### config.mk
export PLATFORM = sky130hd
export DESIGN_NAME = pulse_generator
export DESIGN_NICKNAME = d
export VERILOG_FILES = /design/src/hdl/stepper_pkg.sv /design/src/hdl/pulse_generator.sv
export VERILOG_INCLUDE_DIRS = /design/src /design/src/hdl
export SDC_FILE = /design/constraint.sdc
export NUM_CORES = 1
export LEC_CHECK = 0
export ABC_AREA = 1
export BUFFER_PORTS_ARGS = -buffer_cell sky130_fd_sc_hd__buf_2
export CAP_MARGIN = 10
export CORE_ASPECT_RATIO = 0.8
export CORE_MARGIN = 2
export CORE_UTILIZATION = 56
export CTS_CLUSTER_SIZE = 30
export DETAILED_ROUTE_END_ITERATION = 8
export HOLD_SLACK_MARGIN = 0.1
export PLACE_DENSITY = 0.79
export SYNTH_ARGS = -nofsm -noshare
export SYNTH_HDL_FRONTEND = slang
export SYNTH_SLANG_ARGS = --single-unit
### constraint.sdc
create_clock -name clk -period 2.04 [get_ports clk]
set_clock_uncertainty 0.1 [all_clocks]
set_input_delay 0.204 -clock clk [delete_from_list [all_inputs] [get_ports clk]]
set_output_delay 0.204 -clock clk [all_outputs]
set_load 0.1 [all_outputs]
### src/hdl/stepper_defines.svh
`ifndef STEPPER_DEFINES_SVH
`define STEPPER_DEFINES_SVH

// step counts, positions and stroke
`define STEP_NUMBER_WIDTH 16

// one table entry is a step period in ticks
`define STEP_SPEED_WIDTH 16

`define STEP_TABLE_AWIDTH 4
`define STEP_TABLE_DEPTH (1 << `STEP_TABLE_AWIDTH)

// microstep code for the driver
`define STEP_MS_WIDTH 3

// clocks per tick
`define STEP_CLK_DIV 5

// equal samples needed before the zero sensor output flips
`define STEP_ZPD_FILTER 4

`endif

### src/hdl/stepper_pkg.sv
`default_nettype none
`include "stepper_defines.svh"

package stepper_pkg;

	// host move command, sampled on start
	typedef struct packed {
		logic [`STEP_TABLE_AWIDTH-1:0] speed;
		logic [`STEP_NUMBER_WIDTH-1:0] step;
		logic                          dir;
		logic [`STEP_MS_WIDTH-1:0]     ms;
	} motion_cmd_t;

	// sequencer to speed table
	typedef struct packed {
		logic [`STEP_TABLE_AWIDTH-1:0] idx;
		logic                          dir;
		logic                          last;
	} step_req_t;

	// speed table to pulse generator
	typedef struct packed {
		logic [`STEP_SPEED_WIDTH-1:0] period;
		logic                         dir;
		logic                         last;
	} step_cmd_t;

endpackage

`default_nettype wire

### src/hdl/pulse_generator.sv
`default_nettype none
`include "stepper_defines.svh"

module pulse_generator (
	input  wire                          clk,
	input  wire                          resetn,
	input  wire stepper_pkg::step_cmd_t  cmd,
	input  wire                          cmd_valid,
	output logic                         cmd_ready,
	output logic                         drive,
	output logic                         step_done,
	output logic                         done_last
);
	localparam int DW = (`STEP_CLK_DIV > 1) ? $clog2(`STEP_CLK_DIV) : 1;

	logic active;
	logic [DW-1:0] div_cnt;
	logic [`STEP_SPEED_WIDTH-1:0] per_cnt;
	logic last_q;
	logic tick;
	logic step_end;
	logic take;

	// divider restarts with every step so edges stay period aligned
	assign tick = active && (div_cnt == DW'(`STEP_CLK_DIV - 1));
	assign step_end = tick && (per_cnt == `STEP_SPEED_WIDTH'(1));

	// next step only at a boundary
	assign cmd_ready = !active || step_end;
	assign take = cmd_valid && cmd_ready;
	assign step_done = step_end;
	assign done_last = step_end && last_q;

	always_ff @(posedge clk) begin
		if (!resetn) begin
			active <= 1'b0;
			div_cnt <= '0;
			per_cnt <= '0;
			drive <= 1'b0;
		end else if (take) begin
			active <= 1'b1;
			div_cnt <= '0;
			per_cnt <= cmd.period;
			drive <= 1'b1;
		end else begin
			if (step_end)
				active <= 1'b0;
			if (active)
				div_cnt <= tick ? '0 : div_cnt + 1'b1;
			// pulse lasts the first tick of the step
			if (tick) begin
				per_cnt <= per_cnt - 1'b1;
				drive <= 1'b0;
			end
		end
	end

	always_ff @(posedge clk) begin
		if (take)
			last_q <= cmd.last;
	end

	assert property (@(posedge clk) disable iff (!resetn)
		$rose(drive) |-> ##[1:`STEP_CLK_DIV] !drive);

endmodule

`default_nettype wire

==> run_results.csv, run 1 <==
group,metric,value,unit
outcome,status,"complete, no violations",
power_and_ir_drop,p_total,1.13,mW
global_route,met2_usage,40.4,%
critical_path,critPathCapture,"cmd_ready",
critical_path,crit_path_start,"per_cnt[1]$_SDFFE_PN0P_",
synthesis,synth_seq_area_share,29.8,%
critical_path,r2r_end,"per_cnt[12]$_SDFFE_PN0P_",
sta,whs,0.111,ns
power_and_ir_drop,power.leakage,0.971,nW
sta,finalCriticalPeriod,2.01,ns
sta,finalMaxSlewViolations,0,
critical_path,regToRegSetupSlack,0.08,ns
placed_design,globalplace.congestion,0.878,
global_route,grt_pass1_vias,1377,
sta,tns,0,ns
placed_design,port-buffer-count,23,
critical_path,arrival,1.71,ns
synthesis,ys_ff_latch,22,
route,totalWireLength,3820,microns
sta,rsz0062_at_grt,"true",
route,vias,1612,
floorplan,die_area,3140,sq um
global_route,use_met1,31.4,%
route,drc,0,
sta,maxSlewHeadroom,67.5,%
clocking,cts_max_level,1,
global_route,antenna_found_initial,0,
cells_and_area,finish.utilization,78.1,%
route,wl_per_cell,12.4,microns
sta,fmax,496,MHz
clocking,clock_sinks,22,
sta,setup_violations,0,
critical_path,crit_required,1.74,ns
critical_path,worstSetupPathType,"reg -> out",
route,drt-initial-drc-count,66,
synthesis,syn_area,1510,sq um
cells_and_area,final_net_count,298,
global_route,grt_usage,24.1,%
floorplan,row_count,16,
power_and_ir_drop,p_per_area,578,nW/um^2
cells_and_area,n_antenna_cell,0,
route,postRouteAntennaNets,0,
synthesis,syn_nets,258,
clocking,clockRootBuffer,"clkbuf_4",
global_route,use_met3,5.83,%
floorplan,start_util,60.5,%
synthesis,synth_cell_types,25,
sta,finalHoldViolCount,0,
power_and_ir_drop,ir_drop,0.400,mV
critical_path,cp_max_fo,5,
clocking,cts-buffers-inserted,3,
route,dr.pass1.iters,4,
sta,fin_crit_sh,98.7,%
cells_and_area,drive_gt1_share,20.2,%
synthesis,synth_area_per_cell,6.49,sq um
placed_design,hpwl,2500,microns
critical_path,critPathCaptureType,"primary output",
synthesis,ys.warnings.count,0,
flow_run,drv_cap,0,
clocking,clkTransAtPathRegs,0.13,ns
cells_and_area,area_growth,29.2,%
global_route,overflow,0,
floorplan,io_pins,25,
clocking,cts.path.max_buffers,2,
global_route,grt_pass1_wl,5960,microns
global_route,grt_busiest_layer,"met2",
floorplan,die_y,50.5,microns
synthesis,synth_top_area_share,27.8,%
synthesis,syn_inst,233,
min_path,hold_class,"in -> reg",
sta,tightest_slew,0.491,ns
clocking,clock_latency,0.32,ns
route,viasPerCell,5.23,
global_route,grt_max_degree,20,
floorplan,die_x,62.1,microns
synthesis,synth_largest_area_cell,"dfxtp_1",
synthesis,synthTopCellsByArea,"dfxtp_1 28%, nand3_1 13%, nand2_1 11%, nor2_1 8.9%, inv_1 7.9%",
critical_path,startpoint_type,"flop",
critical_path,r2r_cells,13,
floorplan,core_area,2500,sq um
critical_path,timing.rr.start,"per_cnt[1]$_SDFFE_PN0P_",
clocking,cts_tree,"done",
## logic make-up after synthesis
family          count (synthesis)  share of synthesized area (%)
buf+inv                        42                           12.0
fa+ha+maj                       4                           3.31
compound gates                 25                           10.5
simple gates                  129                           38.0
xor+xnor                       11                           6.37
flops                          22                           29.8
## critical path: stages (launching register included)
cell and delay [ns]:
dfxtp_2 0.35, inv_2 0.08, ha_4 0.13, inv_2 0.03
nor2_2 0.09, nand2_1 0.07, nor2_2 0.16, nand3_4 0.15
nand2_8 0.14, buf_12 0.18
## where the power goes
part           switching, mW  internal, mW  total, mW
registers             0.0265         0.460      0.487
logic                  0.211         0.135      0.346
clock network          0.146         0.150      0.296
## registers in the layout, indices dropped and copies added, names as in the netlist
register / cells
active: 1
last_q: 1
per_cnt: 16
drive: 1
div_cnt: 3
## stage by stage
step / cells / instance area [sq um] / setup slack, ns
detailed placement: 286 / 1690 / 0.173
global route: 308 / 1950 / -0.0522
finish: 308 / 1950 / 0.0255
floorplan: 233 / 1520 / 0.0810
global placement: 286 / 1690 / 0.225
CTS: 302 / 1860 / -0.00205
## what timing repair did
action	CTS	global route
setup endpoints to repair	1	12
endpoints found under the hold margin	12	0
gates cloned	0	1
hold buffers	13	0
gates resized for setup	1	13
pin swaps	0	4
setup buffers	0	5
## cells in the final DEF, fill, tap and decap left out, types with 2 or more instances in the layout
cell type and n:
inv_1 28, nand3_1 38, xor2_1 11, ha_1 3, dlygate4sd3_1 13, a21oi_1 8
inv_2 4, nor2_4 2, dfxtp_2 2, dfxtp_1 19, o21ai_0 4, nand2_1 44
buf_12 3, buf_2 20, buf_4 7, nor2_1 34, nor2_2 5, clkbuf_4 3
o211ai_1 10, nand2_4 3
## cells in the mapped netlist (all sizes together)
master	count
o21ai	4
buf	6
a21oi	9
dfxtp	21
o211ai	10
ha	4
nor2	41
nor3	1
o21a	1
edfxtp	1
nand2	47
clkbuf	3
xor2	11
nand3	39
nand3b	1
inv	33
a211oi	1
## per-layer routing
layer | share of wire (%) | vias up
li1 | - | 822
met1 | 47 | 725
met5 | 0 | -
met2 | 47 | 63
met3 | 6.1 | 2
met4 | 0.44 | 0
## worst min-delay path by stage
stage | cells after the start | from | slack, ns | to
after floorplan | 0 | cmd[0] | 0.20 | last_q$_DFFE_PP_
final | 5 | cmd[6] | 0.11 | per_cnt[4]$_SDFFE_PN0P_
after global placement | 1 | cmd[0] | 0.28 | last_q$_DFFE_PP_
after detailed placement | 1 | cmd[0] | 0.29 | last_q$_DFFE_PP_
after global routing | 5 | cmd[6] | 0.13 | per_cnt[4]$_SDFFE_PN0P_
after CTS | 5 | cmd[6] | 0.10 | per_cnt[4]$_SDFFE_PN0P_
## cell type report
cell class              instances  area (sq um)
clock buffers                   4          47.5
fillers                       211           548
inverters                      33           128
multi-input cells             170           938
flip-flops and latches         22           453
well taps                      36          45.0
repair buffers                 43           343
Power figures use the tool's default switching activity.
==> inputs of run 2 (changes only) <==
Settings changed: ABC_AREA 1 to default, CORE_UTILIZATION 56 to 54, PLACE_DENSITY 0.79 to 0.78.
==> run 2 against run 1 <==
  * Synthesized area down 14%
  * Die area is 10% lower
  * First-iteration DRC count grew 41%
  * Synthesized cell count shrank 35%
  * Total power fell by 2.4%
  * Critical path type unchanged
  * Largest power group unchanged
  * Final cell count decreased by 27%
  * Combinational power down 18%
==> run_results.csv, run 2 <==
group,metric,value,unit
outcome,status,"complete, no violations",
critical_path,crit_required,1.74,ns
critical_path,crit_buf_inv,2,
clocking,clock_sinks,22,
placed_design,placed_area,1500,sq um
route,viasPerCell,5.96,
critical_path,crit_chain,"nor3_2 > nand4_1 > buf_6 > o21ai_4 > buf_12",
synthesis,syn_nets,177,
critical_path,startpoint_type,"flop",
floorplan,row_count,15,
critical_path,arrival,1.72,ns
clocking,cts_tree,"done",
synthesis,synth_ff_type,"dfxtp_1",
cells_and_area,finish.utilization,83.4,%
critical_path,worstSetupPathType,"reg -> out",
sta,whs,0.124,ns
sta,finalCriticalPeriod,2.03,ns
sta,setup_violations,0,
critical_path,slowest_stage,"dfxtp_2",
clocking,cts-buffers-inserted,3,
placed_design,dp_cells,200,
critical_path,crit_family,"simple AND/OR/NAND/NOR gates",
synthesis,synth_cell_types,40,
route,vias,1340,
synthesis,ys.warnings.count,0,
floorplan,core_area,2210,sq um
sta,fin_crit_sh,99.3,%
cells_and_area,final_common_cell,"buf_2",
synthesis,synth_top_area_share,32.3,%
cells_and_area,regMostFlops,"per_cnt",
placed_design,globalplace.congestion,0.832,
min_path,min_to,"active$_SDFFE_PN0P_",
cells_and_area,layout_common_cells,"20 x buf_2, 17 x dlygate4sd3_1, 15 x nand2_1",
floorplan,die_area,2820,sq um
placed_design,port-buffer-count,23,
cells_and_area,final_cells,225,
global_route,antenna_found_initial,0,
clocking,clockRootBuffer,"clkbuf_4",
clocking,cts_max_level,1,
placed_design,hpwl,2210,microns
route,totalWireLength,3650,microns
min_path,hold_class,"in -> reg",
sta,finalHoldViolCount,0,
critical_path,regToRegSetupSlack,0.14,ns
cells_and_area,drive_gt1_share,34.5,%
synthesis,synth_area_per_cell,8.56,sq um
critical_path,r2r_cells,6,
route,wl_per_cell,16.2,microns
route,drt-initial-drc-count,93,
cells_and_area,reg.largest.list,"per_cnt: 16 flops, div_cnt: 3 flops",
critical_path,slowest_delay,0.39,ns
synthesis,yosysMostFrequentCell,"dfxtp_1",
route,dr.pass1.iters,4,
synthesis,synth_edf_count,1,
sta,fmax,494,MHz
clocking,clock_latency,0.34,ns
cells_and_area,n_antenna_cell,0,
synthesis,synth_largest_area_cell,"dfxtp_1",
cells_and_area,largest_reg_flops,16,
global_route,overflow,0,
clocking,clkTransAtPathRegs,0.13,ns
critical_path,timing.rr.start,"per_cnt[6]$_SDFFE_PN0P_",
floorplan,die_x,58.9,microns
global_route,grt_pass1_wl,5370,microns
critical_path,critPathCaptureType,"primary output",
clocking,cts.path.max_buffers,2,
floorplan,die_y,47.9,microns
critical_path,r2r_end,"per_cnt[3]$_SDFFE_PN0P_",
route,drc,0,
route,postRouteAntennaNets,0,
synthesis,synthTopCellsByCount,"21 x dfxtp_1, 16 x nand2_1, 14 x nor2_1",
flow_run,drv_cap,0,
cells_and_area,stdcell_area,1850,sq um
global_route,grt_max_degree,24,
power_and_ir_drop,ir_drop,0.507,mV
synthesis,ys_ff_latch,22,
min_path,whs_path_depth,3,
synthesis,synth-async-reset-ratio,0,%
cells_and_area,area_growth,42.0,%
cells_and_area,final_net_count,226,
global_route,grt_pass1_vias,1248,
sta,tightest_slew,0.483,ns
critical_path,cp_max_fo,5,
floorplan,io_pins,25,
global_route,grt_usage,26.3,%
min_path,hp-start,"cmd_valid",
synthesis,syn_area,1300,sq um
power_and_ir_drop,p_per_area,596,nW/um^2
floorplan,start_util,58.8,%
sta,maxSlewHeadroom,68.1,%
sta,finalMaxSlewViolations,0,
sta,tns,0,ns
power_and_ir_drop,power.leakage,0.711,nW
synthesis,syn_inst,152,
synthesis,synth_seq_area_share,34.6,%
synthesis,synthTopCellsByArea,"dfxtp_1 32%, xnor2_1 8.1%, o21ai_0 4.6%, nand2_1 4.6%, nor2_1 4.0%",
==> run 2: changes by cell type in the layout (fill, tap and decap cells not counted), sizes merged, moves of 4 or more <==
cell	delta
nand2	-32
nand3	-32
nor2	-27
inv	-26
xnor2	+12
nor3	+8
o21ai	+8
xor2	-8
dlygate4sd3	+4
nand4	+4
==> run 2: how the worst max path moves through the flow <==
| stage | end | cells after the start | startpoint |
|---|---|---|---|
| 4_1_cts | done_last | 4 | per_cnt[2]$_SDFFE_PN0P_ |
| 3_3_place_gp | div_cnt[1]$_SDFFE_PP0P_ | 8 | per_cnt[1]$_SDFFE_PN0P_ |
| 3_5_place_dp | per_cnt[13]$_SDFFE_PN0P_ | 8 | div_cnt[0]$_SDFFE_PP0P_ |
| 5_1_grt | cmd_ready | 5 | per_cnt[6]$_SDFFE_PN0P_ |
| 2_1_floorplan | per_cnt[6]$_SDFFE_PN0P_ | 8 | div_cnt[0]$_SDFFE_PP0P_ |
| 6_report | cmd_ready | 5 | per_cnt[6]$_SDFFE_PN0P_ |
==> run 2: cells by family (layout without fill, tap and decap cells) <==
family / after synthesis / count (layout) / share of synthesized area [%]
xor+xnor: 15 / 15 / 10.1
mux: 2 / 2 / 1.63
flops: 22 / 22 / 34.6
compound gates: 34 / 34 / 16.9
simple gates: 63 / 63 / 27.4
buf+inv: 12 / 60 / 5.48
fa+ha+maj: 4 / 4 / 3.85
==> run 2: worst register-to-register path, delay by kind of cell (launching register included) <==
kind,cells,cell delay (ns)
AND/OR/NAND/NOR,2,0.47
AO/OA/AOI/OAI,2,0.53
flip-flops,1,0.39
buffers and inverters,2,0.30
==> run 2: area by class of cell <==
class | count | area (sq um)
multi-input combinational | 118 | 870
sequential | 22 | 465
timing repair buffer | 50 | 409
fill | 139 | 367
clock buffer | 4 | 47.5
tap | 25 | 31.3
inverter | 6 | 25.0
==> run 2: stage by stage <==
step / power [mW] / setup slack (ns)
floorplan: 0.666 / -0.220
global placement: 0.726 / 0.221
detailed placement: 0.736 / 0.127
CTS: 1.07 / 0.0199
global route: 1.15 / -0.0402
finish: 1.10 / 0.0137
==> run 2: power by group <==
part | total, mW | switching (mW) | internal, mW
Clock | 0.305 | 0.155 | 0.150
Sequential | 0.512 | 0.0470 | 0.465
Combinational | 0.285 | 0.147 | 0.137
==> run 2: repair_timing <==
action,4_1_cts,5_1_grt
hold buffers,17,0
gates cloned,0,0
hold endpoints to repair,17,0
pin swaps,3,4
endpoints found under the setup margin,3,3
gates resized for setup,12,19
buffers inserted,1,3
==> run 2: layer usage <==
metal | wire length, microns | up-vias | GRT usage, %
met5 | 0 | - | 0
met4 | 75 | 0 | 12.3
met3 | 305 | 10 | 7.30
met2 | 1760 | 61 | 47.1
met1 | 1510 | 631 | 29.8
li1 | - | 638 | -
