`src/hdl/stepper_defines.svh`:
```
`ifndef STEPPER_DEFINES_SVH
`define STEPPER_DEFINES_SVH

// step counts, positions and stroke
`define STEP_NUMBER_WIDTH 16

// one table entry is a step period in ticks
`define STEP_SPEED_WIDTH 16

`define STEP_TABLE_AWIDTH 4
`define STEP_TABLE_DEPTH (1 << `STEP_TABLE_AWIDTH)

// microstep code for the driver
`define STEP_MS_WIDTH 3

// clocks per tick
`define STEP_CLK_DIV 5

// equal samples needed before the zero sensor output flips
`define STEP_ZPD_FILTER 4

`endif

```
`src/hdl/stepper_pkg.sv`:
```
`default_nettype none
`include "stepper_defines.svh"

package stepper_pkg;

	// host move command, sampled on start
	typedef struct packed {
		logic [`STEP_TABLE_AWIDTH-1:0] speed;
		logic [`STEP_NUMBER_WIDTH-1:0] step;
		logic                          dir;
		logic [`STEP_MS_WIDTH-1:0]     ms;
	} motion_cmd_t;

	// sequencer to speed table
	typedef struct packed {
		logic [`STEP_TABLE_AWIDTH-1:0] idx;
		logic                          dir;
		logic                          last;
	} step_req_t;

	// speed table to pulse generator
	typedef struct packed {
		logic [`STEP_SPEED_WIDTH-1:0] period;
		logic                         dir;
		logic                         last;
	} step_cmd_t;

endpackage

`default_nettype wire

```
`src/hdl/motion_sequencer.sv`:
```
`default_nettype none
`include "stepper_defines.svh"

module motion_sequencer (
	input  wire                              clk,
	input  wire                              resetn,
	input  wire stepper_pkg::motion_cmd_t    cmd,
	input  wire                              start,
	input  wire                              stop,
	input  wire [`STEP_NUMBER_WIDTH-1:0]     stroke,
	input  wire                              zpd_raw,
	output stepper_pkg::step_req_t           req,
	output logic                             req_valid,
	input  wire                              req_ready,
	input  wire                              step_done,
	output logic                             busy,
	output logic                             zpsign,
	output logic                             tpsign,
	output logic                             dir_out,
	output logic [`STEP_MS_WIDTH-1:0]        ms_out
);
	import stepper_pkg::*;

	localparam int NW = `STEP_NUMBER_WIDTH;
	localparam int TA = `STEP_TABLE_AWIDTH;
	localparam int FW = $clog2(`STEP_ZPD_FILTER + 1);

	logic [NW-1:0] total_q;
	logic [TA-1:0] cap_q;
	logic [NW-1:0] issued;
	logic [NW-1:0] finished;
	logic [NW-1:0] position;
	logic [NW-1:0] remain;
	logic [NW-1:0] inflight;
	logic [NW:0] reach;
	logic halt_q;
	logic zp_block;
	logic tp_block;
	logic more;
	logic drained;
	logic can_issue;
	logic zpd_q;
	logic [FW-1:0] zpd_cnt;
	step_req_t next_req;

	// trapezoid entry: min(k, r - 1, cap)
	function automatic logic [TA-1:0] profile_idx(input logic [NW-1:0] k,
			input logic [NW-1:0] r, input logic [TA-1:0] cap);
		logic [NW-1:0] m;
		logic [NW-1:0] cap_w;
		cap_w = {{(NW - TA){1'b0}}, cap};
		m = (k < r - 1'b1) ? k : r - 1'b1;
		if (m > cap_w)
			m = cap_w;
		return m[TA-1:0];
	endfunction

	assign remain = total_q - issued;
	assign inflight = issued - finished;
	// position the motor reaches once everything issued has played
	assign reach = {1'b0, position} + {1'b0, inflight};
	assign zp_block = !dir_out && zpsign;
	assign tp_block = dir_out && (reach >= {1'b0, stroke});
	assign more = !halt_q && !zp_block && !tp_block && (issued != total_q);
	assign drained = !req_valid && ((inflight == '0) || (step_done && inflight == NW'(1)));
	// at most two steps per motor in flight
	assign can_issue = busy && more && !req_valid && (inflight < NW'(2));
	assign tpsign = (position == stroke);

	always_comb begin
		next_req.idx = profile_idx(issued, remain, cap_q);
		next_req.dir = dir_out;
		next_req.last = (remain == NW'(1));
	end

	always_ff @(posedge clk) begin
		if (!resetn) begin
			busy <= 1'b0;
			req_valid <= 1'b0;
			issued <= '0;
			finished <= '0;
			halt_q <= 1'b0;
			position <= '0;
			dir_out <= 1'b0;
			ms_out <= '0;
		end else begin
			if (!busy) begin
				if (start) begin
					busy <= 1'b1;
					issued <= '0;
					finished <= '0;
					halt_q <= 1'b0;
					dir_out <= cmd.dir;
					ms_out <= cmd.ms;
				end
			end else begin
				if (stop)
					halt_q <= 1'b1;
				if (!more && drained)
					busy <= 1'b0;
				if (can_issue) begin
					req_valid <= 1'b1;
					issued <= issued + 1'b1;
				end else if (req_valid && req_ready) begin
					req_valid <= 1'b0;
				end
				if (step_done)
					finished <= finished + 1'b1;
			end
			// homing pins the position at zero
			if (busy && zp_block)
				position <= '0;
			else if (step_done)
				position <= dir_out ? position + 1'b1 : position - 1'b1;
		end
	end

	always_ff @(posedge clk) begin
		if (!busy && start) begin
			total_q <= cmd.step;
			cap_q <= cmd.speed;
		end
		if (can_issue)
			req <= next_req;
	end

	// zero sensor glitch filter
	always_ff @(posedge clk) begin
		if (!resetn) begin
			zpd_q <= 1'b0;
			zpd_cnt <= '0;
			zpsign <= 1'b0;
		end else begin
			zpd_q <= zpd_raw;
			if (zpd_q == zpsign) begin
				zpd_cnt <= '0;
			end else if (zpd_cnt == FW'(`STEP_ZPD_FILTER - 1)) begin
				zpsign <= zpd_q;
				zpd_cnt <= '0;
			end else begin
				zpd_cnt <= zpd_cnt + 1'b1;
			end
		end
	end

	assert property (@(posedge clk) disable iff (!resetn)
		req_valid && !req_ready |=> req_valid && $stable(req));

endmodule

`default_nettype wire

```
`config.mk`:
```
export PLATFORM = sky130hd
export DESIGN_NAME = motion_sequencer
export DESIGN_NICKNAME = d
export VERILOG_FILES = /design/src/hdl/stepper_pkg.sv /design/src/hdl/motion_sequencer.sv
export VERILOG_INCLUDE_DIRS = /design/src /design/src/hdl
export SDC_FILE = /design/constraint.sdc
export NUM_CORES = 1
export LEC_CHECK = 0
export BUFFER_PORTS_ARGS = -buffer_cell sky130_fd_sc_hd__buf_2
export CAP_MARGIN = 15
export CORE_UTILIZATION = 42
export CTS_CLUSTER_DIAMETER = 50
export CTS_CLUSTER_SIZE = 25
export DETAILED_ROUTE_END_ITERATION = 8
export MAX_ROUTING_LAYER = met4
export PLACE_DENSITY = 0.63
export SETUP_SLACK_MARGIN = 0.5
export SYNTH_ARGS = -nofsm -noshare
export SYNTH_HDL_FRONTEND = slang
export SYNTH_SLANG_ARGS = --single-unit
export TNS_END_PERCENT = 50
```
`constraint.sdc`:
```
create_clock -name clk -period 8 [get_ports clk]
set_input_delay 1.2 -clock clk [delete_from_list [all_inputs] [get_ports clk]]
set_output_delay 1.2 -clock clk [all_outputs]
set_load 0.05 [all_outputs]
```
==> summary.txt, run 1 <==
Status
  – Status: complete, no violations

Yosys
  – Simple-gate share of the synthesized area: 0.199
  – Post-Synth Adder-Cell Area: 0.175
  – Seq/Total Area, Yosys: 0.249
  – Top cell type's share of synthesized area: 0.165
  – Post-synth top area cell: ha_1
  – Synthesized cell area: 7950 sq um
  – Largest family of logic cells by synthesized area: simple AND/OR/NAND/NOR gates
  – Synthesized area per cell: 8.38 sq um
  – Top post-synthesis cells by area: ha_1 17%, dfxtp_1 15%, edfxtp_1 9.8%
  – Primary FF master, synth: dfxtp_1
  – Netlist cell types: 75
  – Post-Syn Nets: 1,105
  – Post-synthesis async set-or-reset flop share: 0
  – Synth Area in XOR/XNOR: 0.0968
  – Mux cell area share after synthesis: 0.0420
  – Complex-gate fraction of the synthesized area: 0.186
  – Register bit total from synthesis: 86
  – Yosys warns: 0
  – Number of flops mapped to enable cells by yosys: 26
  – Syn Inst Count: 949

Global route
  – Initial antenna violation count: 0
  – Number of global-route vias before repair: 6,189
  – Total grt overflow: 0
  – Total global-route track usage: 0.211
  – Pin count of the biggest net entering global routing: 40
  – First-pass GRT wire length: 31,700 um

Timing
  – TNS Setup: 0 ns
  – Unrepaired setup endpoints after global routing: no
  – Clk_skew: 0.0130 ns
  – Fin Hold WS: 0.422 ns
  – F_max: 0.146 GHz
  – Period utilization: 0.858
  – Final hold vios: 0
  – Worst-margin pin slew: 0.934 ns
  – Final WS setup: 1.13 ns
  – Min Tclk post-route: 6.87 ns
  – Max-slew violations: 0
  – Slew HR: 0.377
  – Setup violations, final: 0

Worst hold path
  – HP Class: flop to flop

Setup path
  – WP buf/inv: 3
  – Worst Path Max Fanout: 9
  – CP Data Arrival Time: 6.97 ns
  – Critical path startpoint category: flop
  – CP Class: flop to flop
  – Slowest cell on the critical path: or4_1
  – Worst setup EP type: flop
  – Crit-path max cell delay: 0.64 ns
  – Top delay family on crit path: compound AO/OA/AOI/OAI gates
  – Critical path required time: 8.10 ns

Drt
  – Drt total wl: 19,400 um
  – Drt via density: 5.47
  – Routed Antenna Nets: 0
  – Pre-antenna DRT Iters: 5
  – Initial detailed-routing violation count: 381
  – Via count: 6,765
  – # DRC: 0
  – DR WL/cell: 15.7 um

Floorplan
  – Top-Level Pins: 61
  – Core area: 18,300 sq um
  – Die ar.: 19,500 sq um
  – Die Span Y: 140 um
  – Die W: 140 um
  – Rows: 49
  – Starting Density: 0.435

Clocking
  – Post-CTS setup buffers: 0
  – CTS tree: yes
  – Hold-fix buffers, CTS: 0
  – Clock Pin Slew Worst Setup and Hold Paths: 0.08 ns
  – CTS Root Buffer Type: clkbuf_16
  – Clock buffer depth: 2
  – Inserted Clock Buffers: 9
  – Worst skew pair latency: 0.36 ns
  – CTS H-tree depth: 3
  – Clk sinks: 86
  – CTS resizes: 0

Power and ir drop
  – Reg power frac: 0.323
  – Psw: 633 uW
  – Power Internal: 1.02 mW
  – Clock power share: 0.250
  – P_leak: 3.78 nW
  – Design Power: 1.65 mW
  – Switching share of power: 0.383
  – Part of the power in combinational logic: 0.427
  – Cell Pwr Density: 188 nW/um^2
  – Max VDD drop: 0.113 mV

Finish
  – Multi-input logic area: 5560 sq um
  – Area growth syn-to-layout: 10.4%
  – Final std cells w/o fill: 1,237
  – Register area: 1980 sq um
  – Layout cells sized above 1: 0.105
  – Final nets: 1,159
  – N_diodes: 0
  – Fillers: 1,814

Job
  – Max_cap viols: 0

Place
  – Final HPWL DP: 15,200 um
  – Inst Count DP: 1,221
  – Port Buf Inserts: 60
  – Pre-CTS WS: 1.25 ns
  – Gpl congestion: 0.902
cell families after synthesis:
kind of cell    after synthesis
compound gates              212
simple gates                313
xor+xnor                     87
flops                        86
buf+inv                     109
fa+ha+maj                   109
mux                          33
layer usage:
layer	vias up	GRT usage	share of wire
met2	118	0.305	0.42
met5	-	-	0
met4	0	0.0671	0.015
met1	3116	0.303	0.53
met3	16	0.0258	0.034
li1	3515	-	-
per-stage QoR:
step / util / area, sq um
4_1_cts: 0.480 / 8780
3_3_place_gp: 0.465 / 8490
5_1_grt: 0.480 / 8780
2_1_floorplan: - / 7950
3_5_place_dp: 0.465 / 8490
6_report: 0.480 / 8780
Yosys cell counts (all sizes together), types with 8 or more instances:
cell type / instances
ha: 105
inv: 87
nand2: 80
xnor2: 63
nor2: 62
dfxtp: 60
o21ai: 53
a21oi: 48
nand3: 43
mux2i: 30
edfxtp: 26
xor2: 24
a21o: 23
and2: 21
clkbuf: 18
nor3: 18
nor2b: 15
nor4: 15
and3: 12
a211oi: 9
nand4: 9
nand2b: 8
o21bai: 8
placed cells by master (no fill, tap or decap), drive strengths merged, types with 21 or more instances in the layout:
master	synthesis	routed
ha	105	105
inv	87	91
nand2	80	80
buf	4	65
xnor2	63	63
nor2	62	62
dfxtp	60	60
o21ai	53	53
a21oi	48	48
nand3	43	43
mux2i	30	30
edfxtp	26	26
xor2	24	24
a21o	23	23
and2	21	21
sequential cells by signal (all words and copies together) (netlist names):
| signal | flops |
|---|---|
| ms_out | 3 |
| position | 16 |
| zpsign | 1 |
| issued | 16 |
| zpd_cnt | 3 |
| cap_q | 4 |
| req | 6 |
| req_valid | 1 |
| finished | 16 |
| halt_q | 1 |
| total_q | 16 |
| dir_out | 1 |
| busy | 1 |
| zpd_q | 1 |
cell type report:
class / instances / area share
Clock buffer: 9 / 0.0257
Multi-Input combinational cell: 754 / 0.634
Clock inverter: 7 / 0.00642
Inverter: 87 / 0.0372
Tap cell: 229 / 0.0326
Sequential cell: 86 / 0.226
Timing Repair Buffer: 65 / 0.0385
path summary, 6_finish.rpt:
check	to	start	slack, ns	depth (start not counted)
worst max-delay path	req[4]$_DFFE_PP_	issued[0]$_SDFFE_PN0P_	1.13	28
worst min-delay path	zpd_cnt[0]$_SDFF_PP0_	zpd_cnt[0]$_SDFF_PP0_	0.42	1
worst max register to register	req[4]$_DFFE_PP_	issued[0]$_SDFFE_PN0P_	1.13	28
worst min register to register	zpd_cnt[0]$_SDFF_PP0_	zpd_cnt[0]$_SDFF_PP0_	0.42	1
power groups by stage:
| stage | logic [mW] | registers [mW] | clock network [mW] |
|---|---|---|---|
| 2_1_floorplan | 0.556 | 0.538 | 0 |
| 5_1_grt | 0.794 | 0.539 | 0.444 |
| 3_3_place_gp | 0.690 | 0.544 | 0 |
| 6_report | 0.706 | 0.534 | 0.414 |
| 3_5_place_dp | 0.698 | 0.544 | 0 |
| 4_1_cts | 0.704 | 0.534 | 0.429 |
Note: power is estimated with default switching activity, not from simulation.
==> run 2: changes to the inputs <==
REMOVE_ABC_BUFFERS = 1   (was unset)
==> run 2 against run 1 <==
  * Sequential power is essentially flat
  * Die area unchanged
  * Global-route usage fell by 0.88 points
  * Final area fell by 0.19%
  * Critical path depth is the same
  * Utilization is 0.089 points lower
  * Clock skew decreased by 0.0019 ns
  * Clock power is 2% lower
  * Non-clock buffer count shrank 1
==> summary.txt, run 2 (synthesis gave the netlist of run 1 again) <==
Status
  – Status: complete, no violations (unchanged)

Timing
  – Worst-margin pin slew: 0.994 ns (was 0.934 ns)
  – Final hold vios: 0 (unchanged)
  – Setup violations, final: 0 (unchanged)
  – Min Tclk post-route: 6.90 ns (was 6.87 ns)
  – Fin Hold WS: 0.421 ns (was 0.422 ns)
  – F_max: 0.145 GHz (was 0.146 GHz)
  – Period utilization: 0.862 (was 0.858)
  – Max-slew violations: 0 (unchanged)
  – Unrepaired setup endpoints after global routing: no (unchanged)
  – Clk_skew: 0.0111 ns (was 0.0130 ns)
  – Slew HR: 0.337 (was 0.377)
  – TNS Setup: 0 ns (unchanged)

Finish
  – Multi-input logic area: 5560 sq um (about the same)
  – Register area: 1980 sq um (unchanged)
  – Fin util: 0.479 (was 0.480)
  – Commonest non-fill, non-tap cell in the layout: ha_1 (unchanged)
  – Area growth syn-to-layout: 10.1% (was 10.4%)
  – Layout cells sized above 1: 0.102 (was 0.105)
  – Final nets: 1,158 (was 1,159)
  – Fillers: 1,808 (was 1,814)
  – N_diodes: 0 (unchanged)
  – Commonest non-fill, non-tap cells in the layout: 105 x ha_1, 87 x inv_1, 80 x nand2_1, 62 x xnor2_1, 61 x nor2_1 (unchanged)

Drt
  – # DRC: 0 (unchanged)
  – DR WL/cell: 15.0 um (was 15.7 um)
  – Via count: 6,695 (was 6,765)
  – Routed Antenna Nets: 0 (unchanged)
  – Drt via density: 5.42 (was 5.47)
  – Drt total wl: 18,600 um (was 19,400 um)
  – Initial detailed-routing violation count: 323 (was 381)
  – Pre-antenna DRT Iters: 5 (unchanged)

Clocking
  – Clock Pin Slew Worst Setup and Hold Paths: 0.07 ns (was 0.08 ns)
  – Clk sinks: 86 (unchanged)
  – CTS tree: yes (unchanged)
  – CTS resizes: 0 (unchanged)
  – Hold-fix buffers, CTS: 0 (unchanged)
  – CTS H-tree depth: 3 (unchanged)
  – CTS Root Buffer Type: clkbuf_16 (unchanged)
  – Inserted Clock Buffers: 9 (unchanged)
  – Clock buffer depth: 2 (unchanged)
  – Post-CTS setup buffers: 0 (unchanged)
  – Worst skew pair latency: 0.35 ns (was 0.36 ns)

Floorplan
  – Starting Density: 0.435 (unchanged)
  – Die W: 140 um (unchanged)
  – Die Span Y: 140 um (unchanged)
  – Rows: 49 (unchanged)
  – Die ar.: 19,500 sq um (unchanged)
  – Core area: 18,300 sq um (unchanged)
  – Top-Level Pins: 61 (unchanged)

Global route
  – Total global-route track usage: 0.202 (was 0.211)
  – First-pass GRT wire length: 30,600 um (was 31,700 um)
  – Pin count of the biggest net entering global routing: 40 (unchanged)
  – Number of global-route vias before repair: 6,114 (was 6,189)
  – Total grt overflow: 0 (unchanged)
  – Initial antenna violation count: 0 (unchanged)

Setup path
  – Worst R2R End: req[4]$_DFFE_PP_ (unchanged)
  – Worst Path Max Fanout: 9 (unchanged)
  – R2R depth: 28 (unchanged)
  – CP Data Arrival Time: 6.99 ns (was 6.97 ns)
  – CP Class: flop to flop (unchanged)
  – Crit-path max cell delay: 0.64 ns (about the same)
  – Critical path required time: 8.09 ns (was 8.10 ns)
  – R2r startpoint: issued[0]$_SDFFE_PN0P_ (unchanged)
  – Critical path startpoint category: flop (unchanged)
  – Worst R2R Setup Slack: 1.10 ns (was 1.13 ns)
  – Slowest cell on the critical path: or4_1 (unchanged)
  – Worst setup EP type: flop (unchanged)

Job
  – Max_cap viols: 0 (unchanged)

Power and ir drop
  – Cell Pwr Density: 187 nW/um^2 (was 188 nW/um^2)
  – P_leak: 3.77 nW (was 3.78 nW)
  – Max VDD drop: 0.114 mV (was 0.113 mV)

Worst hold path
  – Hold Crit Endpoint: zpd_cnt[0]$_SDFF_PP0_ (unchanged)
  – HP Class: flop to flop (unchanged)
  – Hold path start: zpd_cnt[0]$_SDFF_PP0_ (unchanged)
  – Hold Path Stages: 1 (unchanged)

Place
  – Final HPWL DP: 14,600 um (was 15,200 um)
  – Gpl congestion: 0.881 (was 0.902)
  – Port Buf Inserts: 60 (unchanged)
## run 2: cell count changes in the layout (fill, tap and decap cells not counted)
cell	previous run	this run
clkinv_1	0	1
inv_6	2	0
o21ai_2	2	1
inv_4	1	0
o21ai_1	2	3
clkinvlp_4	1	2
clkbuf_8	0	1
buf_4	5	4
inv_8	1	0
clkinv_2	1	2
## run 2: worst max path at each step
stage / start / endpoint / cells past startpoint
after global routing: issued[0]$_SDFFE_PN0P_ / req[4]$_DFFE_PP_ / 28
after detailed placement: issued[1]$_SDFFE_PN0P_ / req[4]$_DFFE_PP_ / 27
after floorplan: issued[1]$_SDFFE_PN0P_ / req[3]$_DFFE_PP_ / 24
after global placement: issued[1]$_SDFFE_PN0P_ / req[3]$_DFFE_PP_ / 27
after CTS: issued[1]$_SDFFE_PN0P_ / req[4]$_DFFE_PP_ / 27
final: issued[0]$_SDFFE_PN0P_ / req[4]$_DFFE_PP_ / 28
## run 2: where the power goes
group	internal [mW]	total, mW	switching (mW)
Sequential	0.487	0.534	0.0468
Combinational	0.317	0.699	0.382
Clock	0.217	0.404	0.186
## run 2: critical path: cells and delay by family (launching register included)
family          cells  cell delay (ns)
compound gates     10             2.17
buf+inv             3             0.34
mux                 1             0.40
flops               1             0.49
simple gates        8             1.60
xor+xnor            2             0.43
fa+ha+maj           4             1.22
## run 2: through the flow
stage	power [mW]	instances	area [sq um]	worst slack, ns
CTS	1.65	1236	8760	1.15
global route	1.76	1236	8760	0.519
floorplan	1.09	927	7870	1.39
finish	1.64	1236	8760	1.10
global placement	1.23	1220	8480	1.29
detailed placement	1.24	1220	8480	1.19
## run 2: routing by layer
| metal | track usage | vias to the layer above | part of all wire |
|---|---|---|---|
| met2 | 0.301 | 117 | 0.42 |
| met4 | 0.0451 | 0 | 0.011 |
| met5 | - | - | 0 |
| met1 | 0.287 | 3040 | 0.53 |
| li1 | - | 3523 | - |
| met3 | 0.0292 | 15 | 0.037 |
## run 2: cell type report
class | count | area share
Clock buffer | 10 | 0.0273
Clock inverter | 6 | 0.00429
Inverter | 87 | 0.0373
Multi-Input combinational cell | 754 | 0.634
Sequential cell | 86 | 0.226
Timing Repair Buffer | 64 | 0.0377
Tap cell | 229 | 0.0327
